File: config.mk
export PLATFORM = sky130hd
export DESIGN_NAME = uart_receiver
export DESIGN_NICKNAME = d
export VERILOG_FILES = /design/src/rv_pkg.sv /design/src/uart_receiver.sv
export SDC_FILE = /design/constraint.sdc
export NUM_CORES = 1
export LEC_CHECK = 0
export ABC_AREA = 0
export BUFFER_PORTS_ARGS = -buffer_cell sky130_fd_sc_hd__buf_2
export CAP_MARGIN = 10
export CORE_UTILIZATION = 35
export CTS_CLUSTER_DIAMETER = 60
export DETAILED_ROUTE_END_ITERATION = 10
export PLACE_DENSITY = 0.55
export REMOVE_ABC_BUFFERS = 1
export SYNTH_ARGS = -nofsm -noshare
export SYNTH_HDL_FRONTEND = slang
export SYNTH_SLANG_ARGS = --single-unit
File: constraint.sdc
create_clock -name clk -period 2.2 [get_ports clk]
set_input_delay 0.11 -clock clk [delete_from_list [all_inputs] [get_ports clk]]
set_output_delay 0.11 -clock clk [all_outputs]
set_load 0.02 [all_outputs]
File: src/rv_pkg.sv
package rv_pkg;

    typedef logic [31:0] word_t;     // data, address or instruction
    typedef logic [4:0]  reg_addr_t; // register index
    typedef logic [7:0]  byte_t;     // one uart byte
    typedef logic [3:0]  alu_op_t;
    typedef logic [2:0]  imm_sel_t;
    typedef logic [1:0]  wb_sel_t;

    // alu operations
    localparam alu_op_t ALU_ADD    = 4'd0;
    localparam alu_op_t ALU_SUB    = 4'd1;
    localparam alu_op_t ALU_AND    = 4'd2;
    localparam alu_op_t ALU_OR     = 4'd3;
    localparam alu_op_t ALU_XOR    = 4'd4;
    localparam alu_op_t ALU_SLT    = 4'd5;
    localparam alu_op_t ALU_PASS_B = 4'd6; // lui

    // immediate formats
    localparam imm_sel_t IMM_I = 3'd0;
    localparam imm_sel_t IMM_S = 3'd1;
    localparam imm_sel_t IMM_B = 3'd2;
    localparam imm_sel_t IMM_U = 3'd3;
    localparam imm_sel_t IMM_J = 3'd4;

    // write-back sources
    localparam wb_sel_t WB_ALU = 2'd0;
    localparam wb_sel_t WB_MEM = 2'd1;
    localparam wb_sel_t WB_PC4 = 2'd2;

    // rv32i major opcodes
    localparam logic [6:0] OP_R      = 7'b0110011;
    localparam logic [6:0] OP_I      = 7'b0010011;
    localparam logic [6:0] OP_LUI    = 7'b0110111;
    localparam logic [6:0] OP_LOAD   = 7'b0000011;
    localparam logic [6:0] OP_STORE  = 7'b0100011;
    localparam logic [6:0] OP_BRANCH = 7'b1100011;
    localparam logic [6:0] OP_JAL    = 7'b1101111;
    localparam logic [6:0] OP_JALR   = 7'b1100111;

    typedef enum logic [1:0] {IDLE, START, DATA, STOP} rx_state_e;

    typedef enum logic [1:0] {COUNT, BYTES, DONE} load_state_e;

endpackage

File: src/uart_receiver.sv
module uart_receiver import rv_pkg::*; #(
    parameter int CLKS_PER_BIT = 8
) (
    input  logic  clk,
    input  logic  reset_i,
    input  logic  rx_i,
    output byte_t byte_o,
    output logic  rx_done_o
);

    localparam int CNT_W = $clog2(CLKS_PER_BIT);
    localparam logic [CNT_W-1:0] LAST_CNT = CNT_W'(CLKS_PER_BIT - 1);
    localparam logic [CNT_W-1:0] HALF_CNT = CNT_W'(CLKS_PER_BIT / 2 - 1);

    rx_state_e        state;
    logic [CNT_W-1:0] clk_cnt;   // position inside the bit period
    logic [2:0]       bit_idx;
    byte_t            shift_q;
    logic             rx_meta;
    logic             rx_sync;

    // two-flop synchronizer, idles high
    always_ff @(posedge clk) begin
        if (reset_i) begin
            rx_meta <= 1'b1;
            rx_sync <= 1'b1;
        end else begin
            rx_meta <= rx_i;
            rx_sync <= rx_meta;
        end
    end

    always_ff @(posedge clk) begin
        if (reset_i) begin
            state     <= IDLE;
            clk_cnt   <= '0;
            bit_idx   <= '0;
            rx_done_o <= 1'b0;
        end else begin
            rx_done_o <= 1'b0;
            case (state)
                IDLE: begin
                    clk_cnt <= '0;
                    if (!rx_sync) state <= START; // falling start edge
                end
                START: begin
                    if (clk_cnt == HALF_CNT) begin
                        clk_cnt <= '0;
                        bit_idx <= '0;
                        state   <= rx_sync ? IDLE : DATA; // glitch goes back to idle
                    end else begin
                        clk_cnt <= clk_cnt + 1'b1;
                    end
                end
                DATA: begin
                    if (clk_cnt == LAST_CNT) begin
                        clk_cnt <= '0;
                        bit_idx <= bit_idx + 1'b1;
                        if (bit_idx == 3'd7) state <= STOP;
                    end else begin
                        clk_cnt <= clk_cnt + 1'b1;
                    end
                end
                STOP: begin
                    if (clk_cnt == LAST_CNT) begin
                        rx_done_o <= rx_sync; // low stop bit drops the byte
                        state     <= IDLE;
                    end else begin
                        clk_cnt <= clk_cnt + 1'b1;
                    end
                end
                default: state <= IDLE;
            endcase
        end
    end

    // lsb first, sampled mid-bit
    always_ff @(posedge clk) begin
        if (state == DATA && clk_cnt == LAST_CNT) shift_q <= {rx_sync, shift_q[7:1]};
    end

    assign byte_o = shift_q;

    a_single_done: assert property (@(posedge clk) disable iff (reset_i)
        rx_done_o |=> !rx_done_o);

endmodule

==> summary.txt, run 1 <==
Sequential cell area = 460 um^2
Fill cells = 226
Synth-to-Final Area Change = 14.1%
Critical path type = reg2reg
Worst setup SP type = flop
Pleak = 0.355 nW
H-tree depth = 1
Multi-input logic area = 324 um^2
Total core area = 2210 um^2
Vias in the first global route = 528
TritonCTS sink count = 19
Asr flop ratio synth = 0%
RSZ-0062 raised after global routing = false
EDFF count, synth = 8
M2 GR Usage = 20.2%
Final Skew = 1.82 ps
Initial Utilization = 36.9%
Share of cells above drive strength 1 = 25.6%
Sequential share of the synthesized area = 56.4%
Ports = 12
Via count = 568
Die X = 50.3 um
Most Frequent Cell on Critical Path = ha_1
Post-Syn Area = 816 um^2
Met3 Usage GRT = 2.73%
Final core utilization = 42.1%
Fin crit period = 1560 ps
Clock latency on the worst-skew pair = 290 ps
CTS Buf Count = 3
DRC errors left = 0
Global-route wire length before repair = 2330 um
Max clock buf depth = 2
Final worst-path cycle share = 71.1%
Max-cap violations = 0
Maximum vdd drop = 0.335 mV
Nets = 96
DR WL/cell = 11.5 um
Starting DRC count in detailed routing = 1
Slew headroom = 65.8%
Die area = 2530 um^2
Hold Path Class = in2reg
Top achievable clock speed = 0.640 GHz
Drt first pass iters = 3
Largest net degree at the start of global routing = 17
Number of port buffers = 11
Final Hold Viols = 0
Diodes inserted = 0
Pins over their slew limit = 0
Clock root buffer = clkbuf_4
Max stage delay on crit path = 370 ps
#FFs+latches synth = 19
Most used DFF post-synth = dfxtp_1
RePlAce Congestion = 0.690
Post-CTS Setup Repair Bufs = 0
Setup Total Neg Slack = 0 ps
Die H = 50.3 um
Synth area leader = edfxtp_1
Status = complete, no violations
Pwr per Cell Area = 602 nW/um^2
Synth warn = 0
Post-Syn Area per Cell = 11.3 um^2
Global routing's busiest layer = met2
Worst-path cell chain = ha_1 > ha_1 > nand2_1 > nor2_1 > buf_4
Crit path max fanout = 8
Clock-pin slew on the worst setup and hold paths = 110 ps
Critical Path RT = 2220 ps
Grt ovf = 0
Met1 Resource Use GR = 15.2%
Antenna Violating Nets Remaining = 0
Initial antenna violation count = 0
Area contributors post-synth = edfxtp_1, dfxtp_1, ha_1
Critical path arrival = 1580 ps
Area share of the largest cell type after synthesis = 29.4%
Global Route Usage Sum = 12.3%
Vias/cell = 4.98
Slowest-stage cell, CP = dfxtp_1
Least-Margin Pin Slew = 512 ps
Final WL = 1310 um
CP endpoint kind = flop
Yosys cell types = 24
TritonCTS clock tree = built
Rows = 17
Setup-failing EPs final = 0
Post-Synthesis Cells = 72
-- area by class of cell --
type / instances / share of cell area (%)
Tap cell: 28 / 3.76
Multi-Input combinational cell: 47 / 34.8
Timing Repair Buffer: 13 / 7.80
Clock inverter: 1 / 0.538
Clock buffer: 3 / 2.42
Sequential cell: 19 / 49.5
Inverter: 3 / 1.21
-- cell usage after synthesis, types with 2 or more instances --
library cell   n
or2_2          2
o21ai_0        2
nand2b_1       2
nor3_1         3
dfxtp_1       11
inv_1          3
nand3_1        2
a2111oi_2      2
ha_1           6
a211oi_1       5
nor2_1         7
a21oi_1        2
edfxtp_1       8
nand2_1        7
-- report_power, final --
group / internal [W] / switching (W) / total, W
clock network: 0.0000676 / 0.000105 / 0.000173
logic: 0.00000735 / 0.00000617 / 0.0000135
registers: 0.000368 / 0.00000584 / 0.000374
total: 0.000443 / 0.000117 / 0.000560
-- layout by cell type, fill, tap and decap left out --
cell type      synthesis  final
a221oi_1               1      1
clkinv_2               0      1
nor3_1                 3      3
nand2_1                7      7
nor4bb_1               1      1
inv_1                  3      3
nor2_1                 7      7
nand4b_1               1      1
nand3_1                2      2
or2_2                  2      2
and2_4                 1      1
o21ai_0                2      2
a2111oi_2              2      2
dfxtp_1               11     11
and3b_2                1      1
nor2b_1                1      1
ha_1                   6      6
dlygate4sd3_1          0      1
nand2b_1               2      2
buf_2                  1     11
clkbuf_4               0      3
a211oi_1               5      5
a31oi_1                1      1
edfxtp_1               8      8
buf_4                  0      1
a21oi_1                2      2
-- stage by stage --
stage / hold WS, ps / total power (W) / setup slack (ps) / std cells / instance area, um^2
global placement: 297 / 0.000394 / 700 / 109 / 893
CTS: 131 / 0.000569 / 614 / 114 / 931
finish: 131 / 0.000560 / 637 / 114 / 931
global route: 124 / 0.000592 / 523 / 114 / 931
floorplan: 179 / 0.000387 / 564 / 69 / 796
detailed placement: 297 / 0.000395 / 623 / 109 / 893
-- repair_timing --
item,CTS,global route
hold endpoints to repair,1,0
resized for setup,0,0
hold buffers,1,0
-- logic make-up after synthesis --
group           Yosys count  share of synthesized area [%]
fa+ha+maj                 6                           9.20
buf+inv                   6                           3.83
compound gates           13                           12.6
simple gates             28                           17.9
flops                    19                           56.4
-- routing by layer --
metal	wire length (um)	share of wire, %	vias to the layer above
met5	0	0	-
met4	9	0.69	0
met3	53	4.1	2
li1	-	-	291
met1	628	48	262
met2	615	47	13
-- flip-flops by register name (all words and copies together), names as in the netlist, named ones only --
register and cells:
byte_o 8, rx_meta 1, bit_idx 3, rx_done_o 1, state 1, clk_cnt 3, rx_sync 1
-- final timing paths --
| kind | from | to | slack [ps] | cells after the start |
|---|---|---|---|---|
| min | reset_i | bit_idx[2]$_SDFFE_PP0P_ | 130 | 2 |
| max reg2reg | clk_cnt[0]$_SDFFE_PP0P_ | byte_o[7]$_DFFE_PP_ | 640 | 5 |
| max | clk_cnt[0]$_SDFFE_PP0P_ | byte_o[7]$_DFFE_PP_ | 640 | 5 |
| min reg2reg | rx_meta$_SDFF_PP1_ | rx_sync$_SDFF_PP1_ | 420 | 1 |
-- critical path, delay by kind of cell (launching register included) --
kind,cells,cell delay [ps]
simple gates,2,260
flops,1,370
fa+ha+maj,2,490
buf+inv,1,170
No activity file was read; power rests on OpenSTA's default activity.
==> run 2: changes to the inputs <==
--- a/config.mk
+++ b/config.mk
@@ -5,7 +5,7 @@
 export SDC_FILE = /design/constraint.sdc
 export NUM_CORES = 1
 export LEC_CHECK = 0
-export ABC_AREA = 0
+export ABC_AREA = 1
 export BUFFER_PORTS_ARGS = -buffer_cell sky130_fd_sc_hd__buf_2
 export CAP_MARGIN = 10
 export CORE_UTILIZATION = 35
==> constraint.sdc (replaced) <==
create_clock -name clk -period 1.47 [get_ports clk]
set_input_delay 0.0735 -clock clk [delete_from_list [all_inputs] [get_ports clk]]
set_output_delay 0.0735 -clock clk [all_outputs]
set_load 0.02 [all_outputs]
==> summary.txt, run 2 <==
Grt ovf = 0 (unchanged)
Final core utilization = 46.3% (was 42.1%)
Most frequent cells in the layout = buf_2, dfxtp_1, nand2_1, nor2_1, edfxtp_1 (was dfxtp_1, buf_2, edfxtp_1)
Clock root buffer = clkbuf_4 (unchanged)
Non-filler cells, final = 124 (was 114)
Initial Utilization = 38.8% (was 36.9%)
Combinational Power Share = 7.7% (was 2.4%)
Fin crit period = 1360 ps (was 1560 ps)
Placed cells = 118 (was 109)
Post-CTS Setup Repair Bufs = 0 (unchanged)
Largest net degree at the start of global routing = 12 (was 17)
Fill cells = 208 (was 226)
Synth warn = 0 (unchanged)
Top achievable clock speed = 0.736 GHz (was 0.640 GHz)
H-tree depth = 1 (unchanged)
Yosys cell types = 18 (was 24)
Initial antenna violation count = 0 (unchanged)
Global-route wire length before repair = 2240 um (was 2330 um)
Vias/cell = 4.87 (was 4.98)
Status = complete, no violations (unchanged)
Global Route Usage Sum = 12.2% (was 12.3%)
Least-Margin Pin Slew = 354 ps (was 512 ps)
Worst setup SP type = flop (unchanged)
Ports = 12 (unchanged)
Antenna Violating Nets Remaining = 0 (unchanged)
Starting DRC count in detailed routing = 7 (was 1)
Final Hold Viols = 0 (unchanged)
Critical Path RT = 1690 ps (was 2220 ps)
DRC errors left = 0 (unchanged)
Drt first pass iters = 4 (was 3)
Switching part of the total = 24.7% (was 20.9%)
Switching pwr = 0.000227 W (was 0.000117 W)
Synth area leader = edfxtp_1 (unchanged)
RSZ-0062 raised after global routing = false (unchanged)
Post-Place Worst Slack = 43.6 ps (was 623 ps)
Synth-to-Final Area Change = 19.2% (was 14.1%)
Die H = 49.6 um (was 50.3 um)
Internal power = 0.000693 W (was 0.000443 W)
Clock latency on the worst-skew pair = 310 ps (was 290 ps)
Clk network pwr share = 29.5% (was 30.9%)
DR WL/cell = 11.3 um (was 11.5 um)
Share of cells above drive strength 1 = 33.0% (was 25.6%)
Setup-failing EPs final = 0 (unchanged)
Nets = 107 (was 96)
Top-count cell post-synth = dfxtp_1 (unchanged)
Number of port buffers = 11 (unchanged)
Critical path type = reg2reg (unchanged)
Total core area = 2040 um^2 (was 2210 um^2)
Maximum vdd drop = 0.504 mV (was 0.335 mV)
Clock-pin slew on the worst setup and hold paths = 110 ps (about the same)
Vias in the first global route = 536 (was 528)
Pins over their slew limit = 0 (unchanged)
Rows = 16 (was 17)
TritonCTS clock tree = built (unchanged)
Die X = 49.6 um (was 50.3 um)
Area contributors post-synth = edfxtp_1, dfxtp_1, ha_1 (unchanged)
Crit path max fanout = 3 (was 8)
Post-Syn Area = 793 um^2 (was 816 um^2)
Pleak = 0.418 nW (was 0.355 nW)
Max clock buf depth = 2 (unchanged)
Max-cap violations = 0 (unchanged)
Critical path arrival = 1580 ps (about the same)
Final worst-path cycle share = 92.4% (was 71.1%)
Asr flop ratio synth = 0% (unchanged)
Hold Path Class = reg2reg (was in2reg)
RePlAce Congestion = 0.771 (was 0.690)
Most common cell after layout, fill and taps aside = buf_2
Final WL = 1400 um (was 1310 um)
Via count = 604 (was 568)
Post-synth top cells = dfxtp_1, nand2_1, edfxtp_1, inv_1, nor2_1 (was dfxtp_1, edfxtp_1, nand2_1, nor2_1, ha_1)
Max reg flops = 8 (unchanged)
Area share of the largest cell type after synthesis = 30.3% (was 29.4%)
CTS Buf Count = 3 (unchanged)
Most used DFF post-synth = dfxtp_1 (unchanged)
Sequential share of the synthesized area = 58.0% (was 56.4%)
Final Skew = 7.97 ps (was 1.82 ps)
Pwr per Cell Area = 972 nW/um^2 (was 602 nW/um^2)
Setup Total Neg Slack = 0 ps (unchanged)
Post-Synthesis Cells = 79 (was 72)
Worst setup margin = 112 ps (was 637 ps)
#FFs+latches synth = 19 (unchanged)
Post-DP Area = 886 um^2 (was 893 um^2)
Post-Syn Area per Cell = 10.0 um^2 (was 11.3 um^2)
Die area = 2460 um^2 (was 2530 um^2)
EDFF count, synth = 8 (unchanged)
Fraction of power consumed by sequential logic = 62.8% (was 66.7%)
Diodes inserted = 0 (unchanged)
Slew headroom = 76.4% (was 65.8%)
TritonCTS sink count = 19 (unchanged)
Finished Cell Area = 946 um^2 (was 931 um^2)
Half-perimeter wire length after detailed placement = 960 um
CP endpoint kind = flop (unchanged)
[run 2: cell types whose count changed after synthesis, sizes merged, moves of 3 or more]
cell and delta:
inv +8, a211oi -5, o21ai +4, a21oi +3
nand2 +3, nor2 +3
[run 2: critical path, cell delays in order, from the launching register on]
cell,delay (ps)
dfxtp_2,350
ha_2,190
ha_2,200
inv_1,40
nand3_1,80
nand2_2,80
nor2_2,100
nand2_1,80
nand3_1,90
nand2_1,40
[run 2: logic make-up (layout without fill, tap and decap cells)]
logic type	Yosys count	after routing	share of synthesized area, %
buffers and inverters	12	30	6.62
AO/OA/AOI/OAI	11	11	6.94
AND/OR/NAND/NOR	31	31	18.9
flip-flops	19	19	58.0
adder cells (fa/ha/maj)	6	6	9.46
[run 2: worst paths after layout]
check,startpoint,to,slack (ps),depth (start not counted)
max,clk_cnt[1]$_SDFFE_PP0P_,flop,110,9
min reg2reg,rx_meta$_SDFF_PP1_,rx_sync$_SDFF_PP1_,420,1
max reg2reg,clk_cnt[1]$_SDFFE_PP0P_,flop,110,9
min,rx_meta$_SDFF_PP1_,rx_sync$_SDFF_PP1_,420,1
[run 2: cell type report]
class | count | area, um^2 | share of cell area (%)
Tap cell | 27 | 33.8 | 3.57
Multi-Input combinational cell | 48 | 290 | 30.7
Clock inverter | 1 | 5.00 | 0.529
Sequential cell | 19 | 463 | 48.9
Timing Repair Buffer | 15 | 90.1 | 9.52
Clock buffer | 3 | 22.5 | 2.38
Inverter | 11 | 41.3 | 4.37
[run 2: routing by layer]
metal | wire (um) | track usage, % | part of all wire, % | vias up
li1 | - | - | - | 302
met1 | 641 | 14.7 | 46 | 276
met2 | 651 | 18.9 | 47 | 19
met3 | 64 | 4.01 | 4.6 | 7
met4 | 41 | 7.14 | 2.9 | 0
met5 | 0 | 0 | 0 | -
[run 2: what timing repair did]
action / in CTS / in global routing
hold buffers: 2 / 0
hold endpoints to repair: 3 / 0
endpoints found under the setup margin: 0 / 11
resized for setup: 0 / 7
[run 2: power by group through the flow]
stage                     clock, W  combinational, W  sequential (W)
after floorplan                  0         0.0000429        0.000584
after global placement           0         0.0000610        0.000587
after detailed placement         0         0.0000629        0.000587
after CTS                 0.000281         0.0000677        0.000575
after global routing      0.000314         0.0000781        0.000579
final                     0.000271         0.0000712        0.000577
[run 2: per-stage QoR]
step / total power (W) / hold slack, ps
3_3_place_gp: 0.000648 / 258
4_1_cts: 0.000924 / 423
5_1_grt: 0.000971 / 468
2_1_floorplan: 0.000627 / 143
6_report: 0.000920 / 415
3_5_place_dp: 0.000650 / 261
==> run 3: changes to the inputs <==
==> constraint.sdc (replaced) <==
create_clock -name clk -period 1.4 [get_ports clk]
set_input_delay 0.07 -clock clk [delete_from_list [all_inputs] [get_ports clk]]
set_output_delay 0.07 -clock clk [all_outputs]
set_load 0.02 [all_outputs]
==> summary.txt, run 3 (same netlist as run 2, synthesis figures left out) <==
Die area = 2460 um^2 (unchanged)
Top achievable clock speed = 0.765 GHz (was 0.736 GHz)
Total core area = 2040 um^2 (unchanged)
Via count = 595 (was 604)
Final Hold Viols = 0 (unchanged)
Antenna Violating Nets Remaining = 0 (unchanged)
Setup Total Neg Slack = 0 ps (unchanged)
CP endpoint kind = flop (unchanged)
Grt ovf = 0 (unchanged)
Ports = 12 (unchanged)
Final hold slack = 418 ps (was 415 ps)
Global Route Usage Sum = 12.0% (was 12.2%)
Most common cell after layout, fill and taps aside = buf_2 (unchanged)
TritonCTS clock tree = built (unchanged)
Least-Margin Pin Slew = 358 ps (was 354 ps)
Max stage delay on crit path = 350 ps (about the same)
Maximum vdd drop = 0.620 mV (was 0.504 mV)
Slowest-stage cell, CP = dfxtp_2 (unchanged)
Critical path type = reg2reg (unchanged)
Hold Path Class = reg2reg (unchanged)
Synth-to-Final Area Change = 24.4% (was 19.2%)
Clock root buffer = clkbuf_4 (unchanged)
Global-route wire length before repair = 2250 um (was 2240 um)
Crit path max fanout = 4 (was 3)
Diodes inserted = 0 (unchanged)
Nets = 110 (was 107)
Initial antenna violation count = 0 (unchanged)
Critical path arrival = 1500 ps (was 1580 ps)
Rows = 16 (unchanged)
Max reg flops = 8 (unchanged)
Drt first pass iters = 4 (unchanged)
Initial Utilization = 38.8% (unchanged)
DRC errors left = 0 (unchanged)
Clock latency on the worst-skew pair = 280 ps (was 310 ps)
Status = complete, no violations (unchanged)
Final worst-path cycle share = 93.4% (was 92.4%)
Fin crit period = 1310 ps (was 1360 ps)
Share of cells above drive strength 1 = 34.0% (was 33.0%)
Die H = 49.6 um (unchanged)
Worst setup SP type = flop (unchanged)
CTS Buf Count = 3 (unchanged)
Pleak = 0.439 nW (was 0.418 nW)
Setup-failing EPs final = 0 (unchanged)
RSZ-0062 raised after global routing = false (unchanged)
Clock-pin slew on the worst setup and hold paths = 100 ps (was 110 ps)
H-tree depth = 1 (unchanged)
Vias/cell = 4.69 (was 4.87)
Final Skew = 0.676 ps (was 7.97 ps)
DR WL/cell = 10.3 um (was 11.3 um)
Max-cap violations = 0 (unchanged)
Max clock buf depth = 2 (unchanged)
Critical Path RT = 1590 ps (was 1690 ps)
Slew headroom = 76.1% (was 76.4%)
Final WL = 1310 um (was 1400 um)
TritonCTS sink count = 19 (unchanged)
Worst-path cell chain = ha_4 > ha_1 > buf_4 > nand2_1 > nand2_2 > o21ai_0 > nor2_1 (was ha_2 > ha_2 > inv_1 > nand3_1 > nand2_2 > nor2_2 > nand2_1 > nand3_1 > nand2_1)
RePlAce Congestion = 0.750 (was 0.771)
Largest net degree at the start of global routing = 12 (unchanged)
Fill cells = 211 (was 208)
Vias in the first global route = 557 (was 536)
Starting DRC count in detailed routing = 5 (was 7)
Die X = 49.6 um (unchanged)
Pwr per Cell Area = 955 nW/um^2 (was 972 nW/um^2)
Pins over their slew limit = 0 (unchanged)
Half-perimeter wire length after detailed placement = 1020 um (was 960 um)
Number of port buffers = 11 (unchanged)
## run 3: layout make-up
cell class              count  area (um^2)  area share (%)
clock buffers               3         22.5            2.28
clock inverters             1         5.00           0.507
inverters                  11         41.3            4.18
multi-input cells          48          308            31.2
flip-flops and latches     19          464            47.0
well taps                  27         33.8            3.42
repair buffers             18          113            11.4
## run 3: worst paths after layout
| check | to | slack (ps) | startpoint | depth (start not counted) |
|---|---|---|---|---|
| hold reg to reg | rx_sync$_SDFF_PP1_ | 420 | rx_meta$_SDFF_PP1_ | 1 |
| setup / recovery | bit_idx[1]$_SDFFE_PP0P_ | 90 | clk_cnt[0]$_SDFFE_PP0P_ | 7 |
| hold / removal | rx_sync$_SDFF_PP1_ | 420 | rx_meta$_SDFF_PP1_ | 1 |
| setup reg to reg | bit_idx[1]$_SDFFE_PP0P_ | 90 | clk_cnt[0]$_SDFFE_PP0P_ | 7 |
## run 3: report_power, final
| part | internal (W) | switching [W] | leakage [nW] |
|---|---|---|---|
| clock | 0.000106 | 0.000154 | 0.0177 |
| combinational | 0.0000345 | 0.0000388 | 0.259 |
| sequential | 0.000587 | 0.0000221 | 0.163 |
## run 3: metrics by stage
step	worst slack, ps	cell area, um^2	util (%)	std cells	power, W
floorplan	101	782	-	78	0.000658
global placement	58.1	908	44.5	121	0.000683
detailed placement	28.8	908	44.5	121	0.000682
CTS	6.72	956	46.8	127	0.000950
global route	3.65	987	48.3	127	0.00101
finish	92.2	987	48.3	127	0.000942
## run 3: layer usage
metal	up-vias	global-route usage, %	routed length [um]
met2	9	20.9	654
met5	-	0	0
li1	308	-	-
met3	2	1.85	35
met1	276	13.7	611
met4	0	7.14	12
## run 3: worst max-delay path: cells and delay by family, from the launching register on
family / cells / cell delay (ps)
adder cells (fa/ha/maj): 2 / 360
flip-flops: 1 / 350
AND/OR/NAND/NOR: 3 / 210
AO/OA/AOI/OAI: 1 / 150
buffers and inverters: 1 / 140
## run 3: timing repair
action                                  CTS  global route
resized for setup                         0             8
endpoints found under the setup margin    0            14
setup buffers                             0             0
hold buffers                              2             0
hold endpoints to repair                  3             0
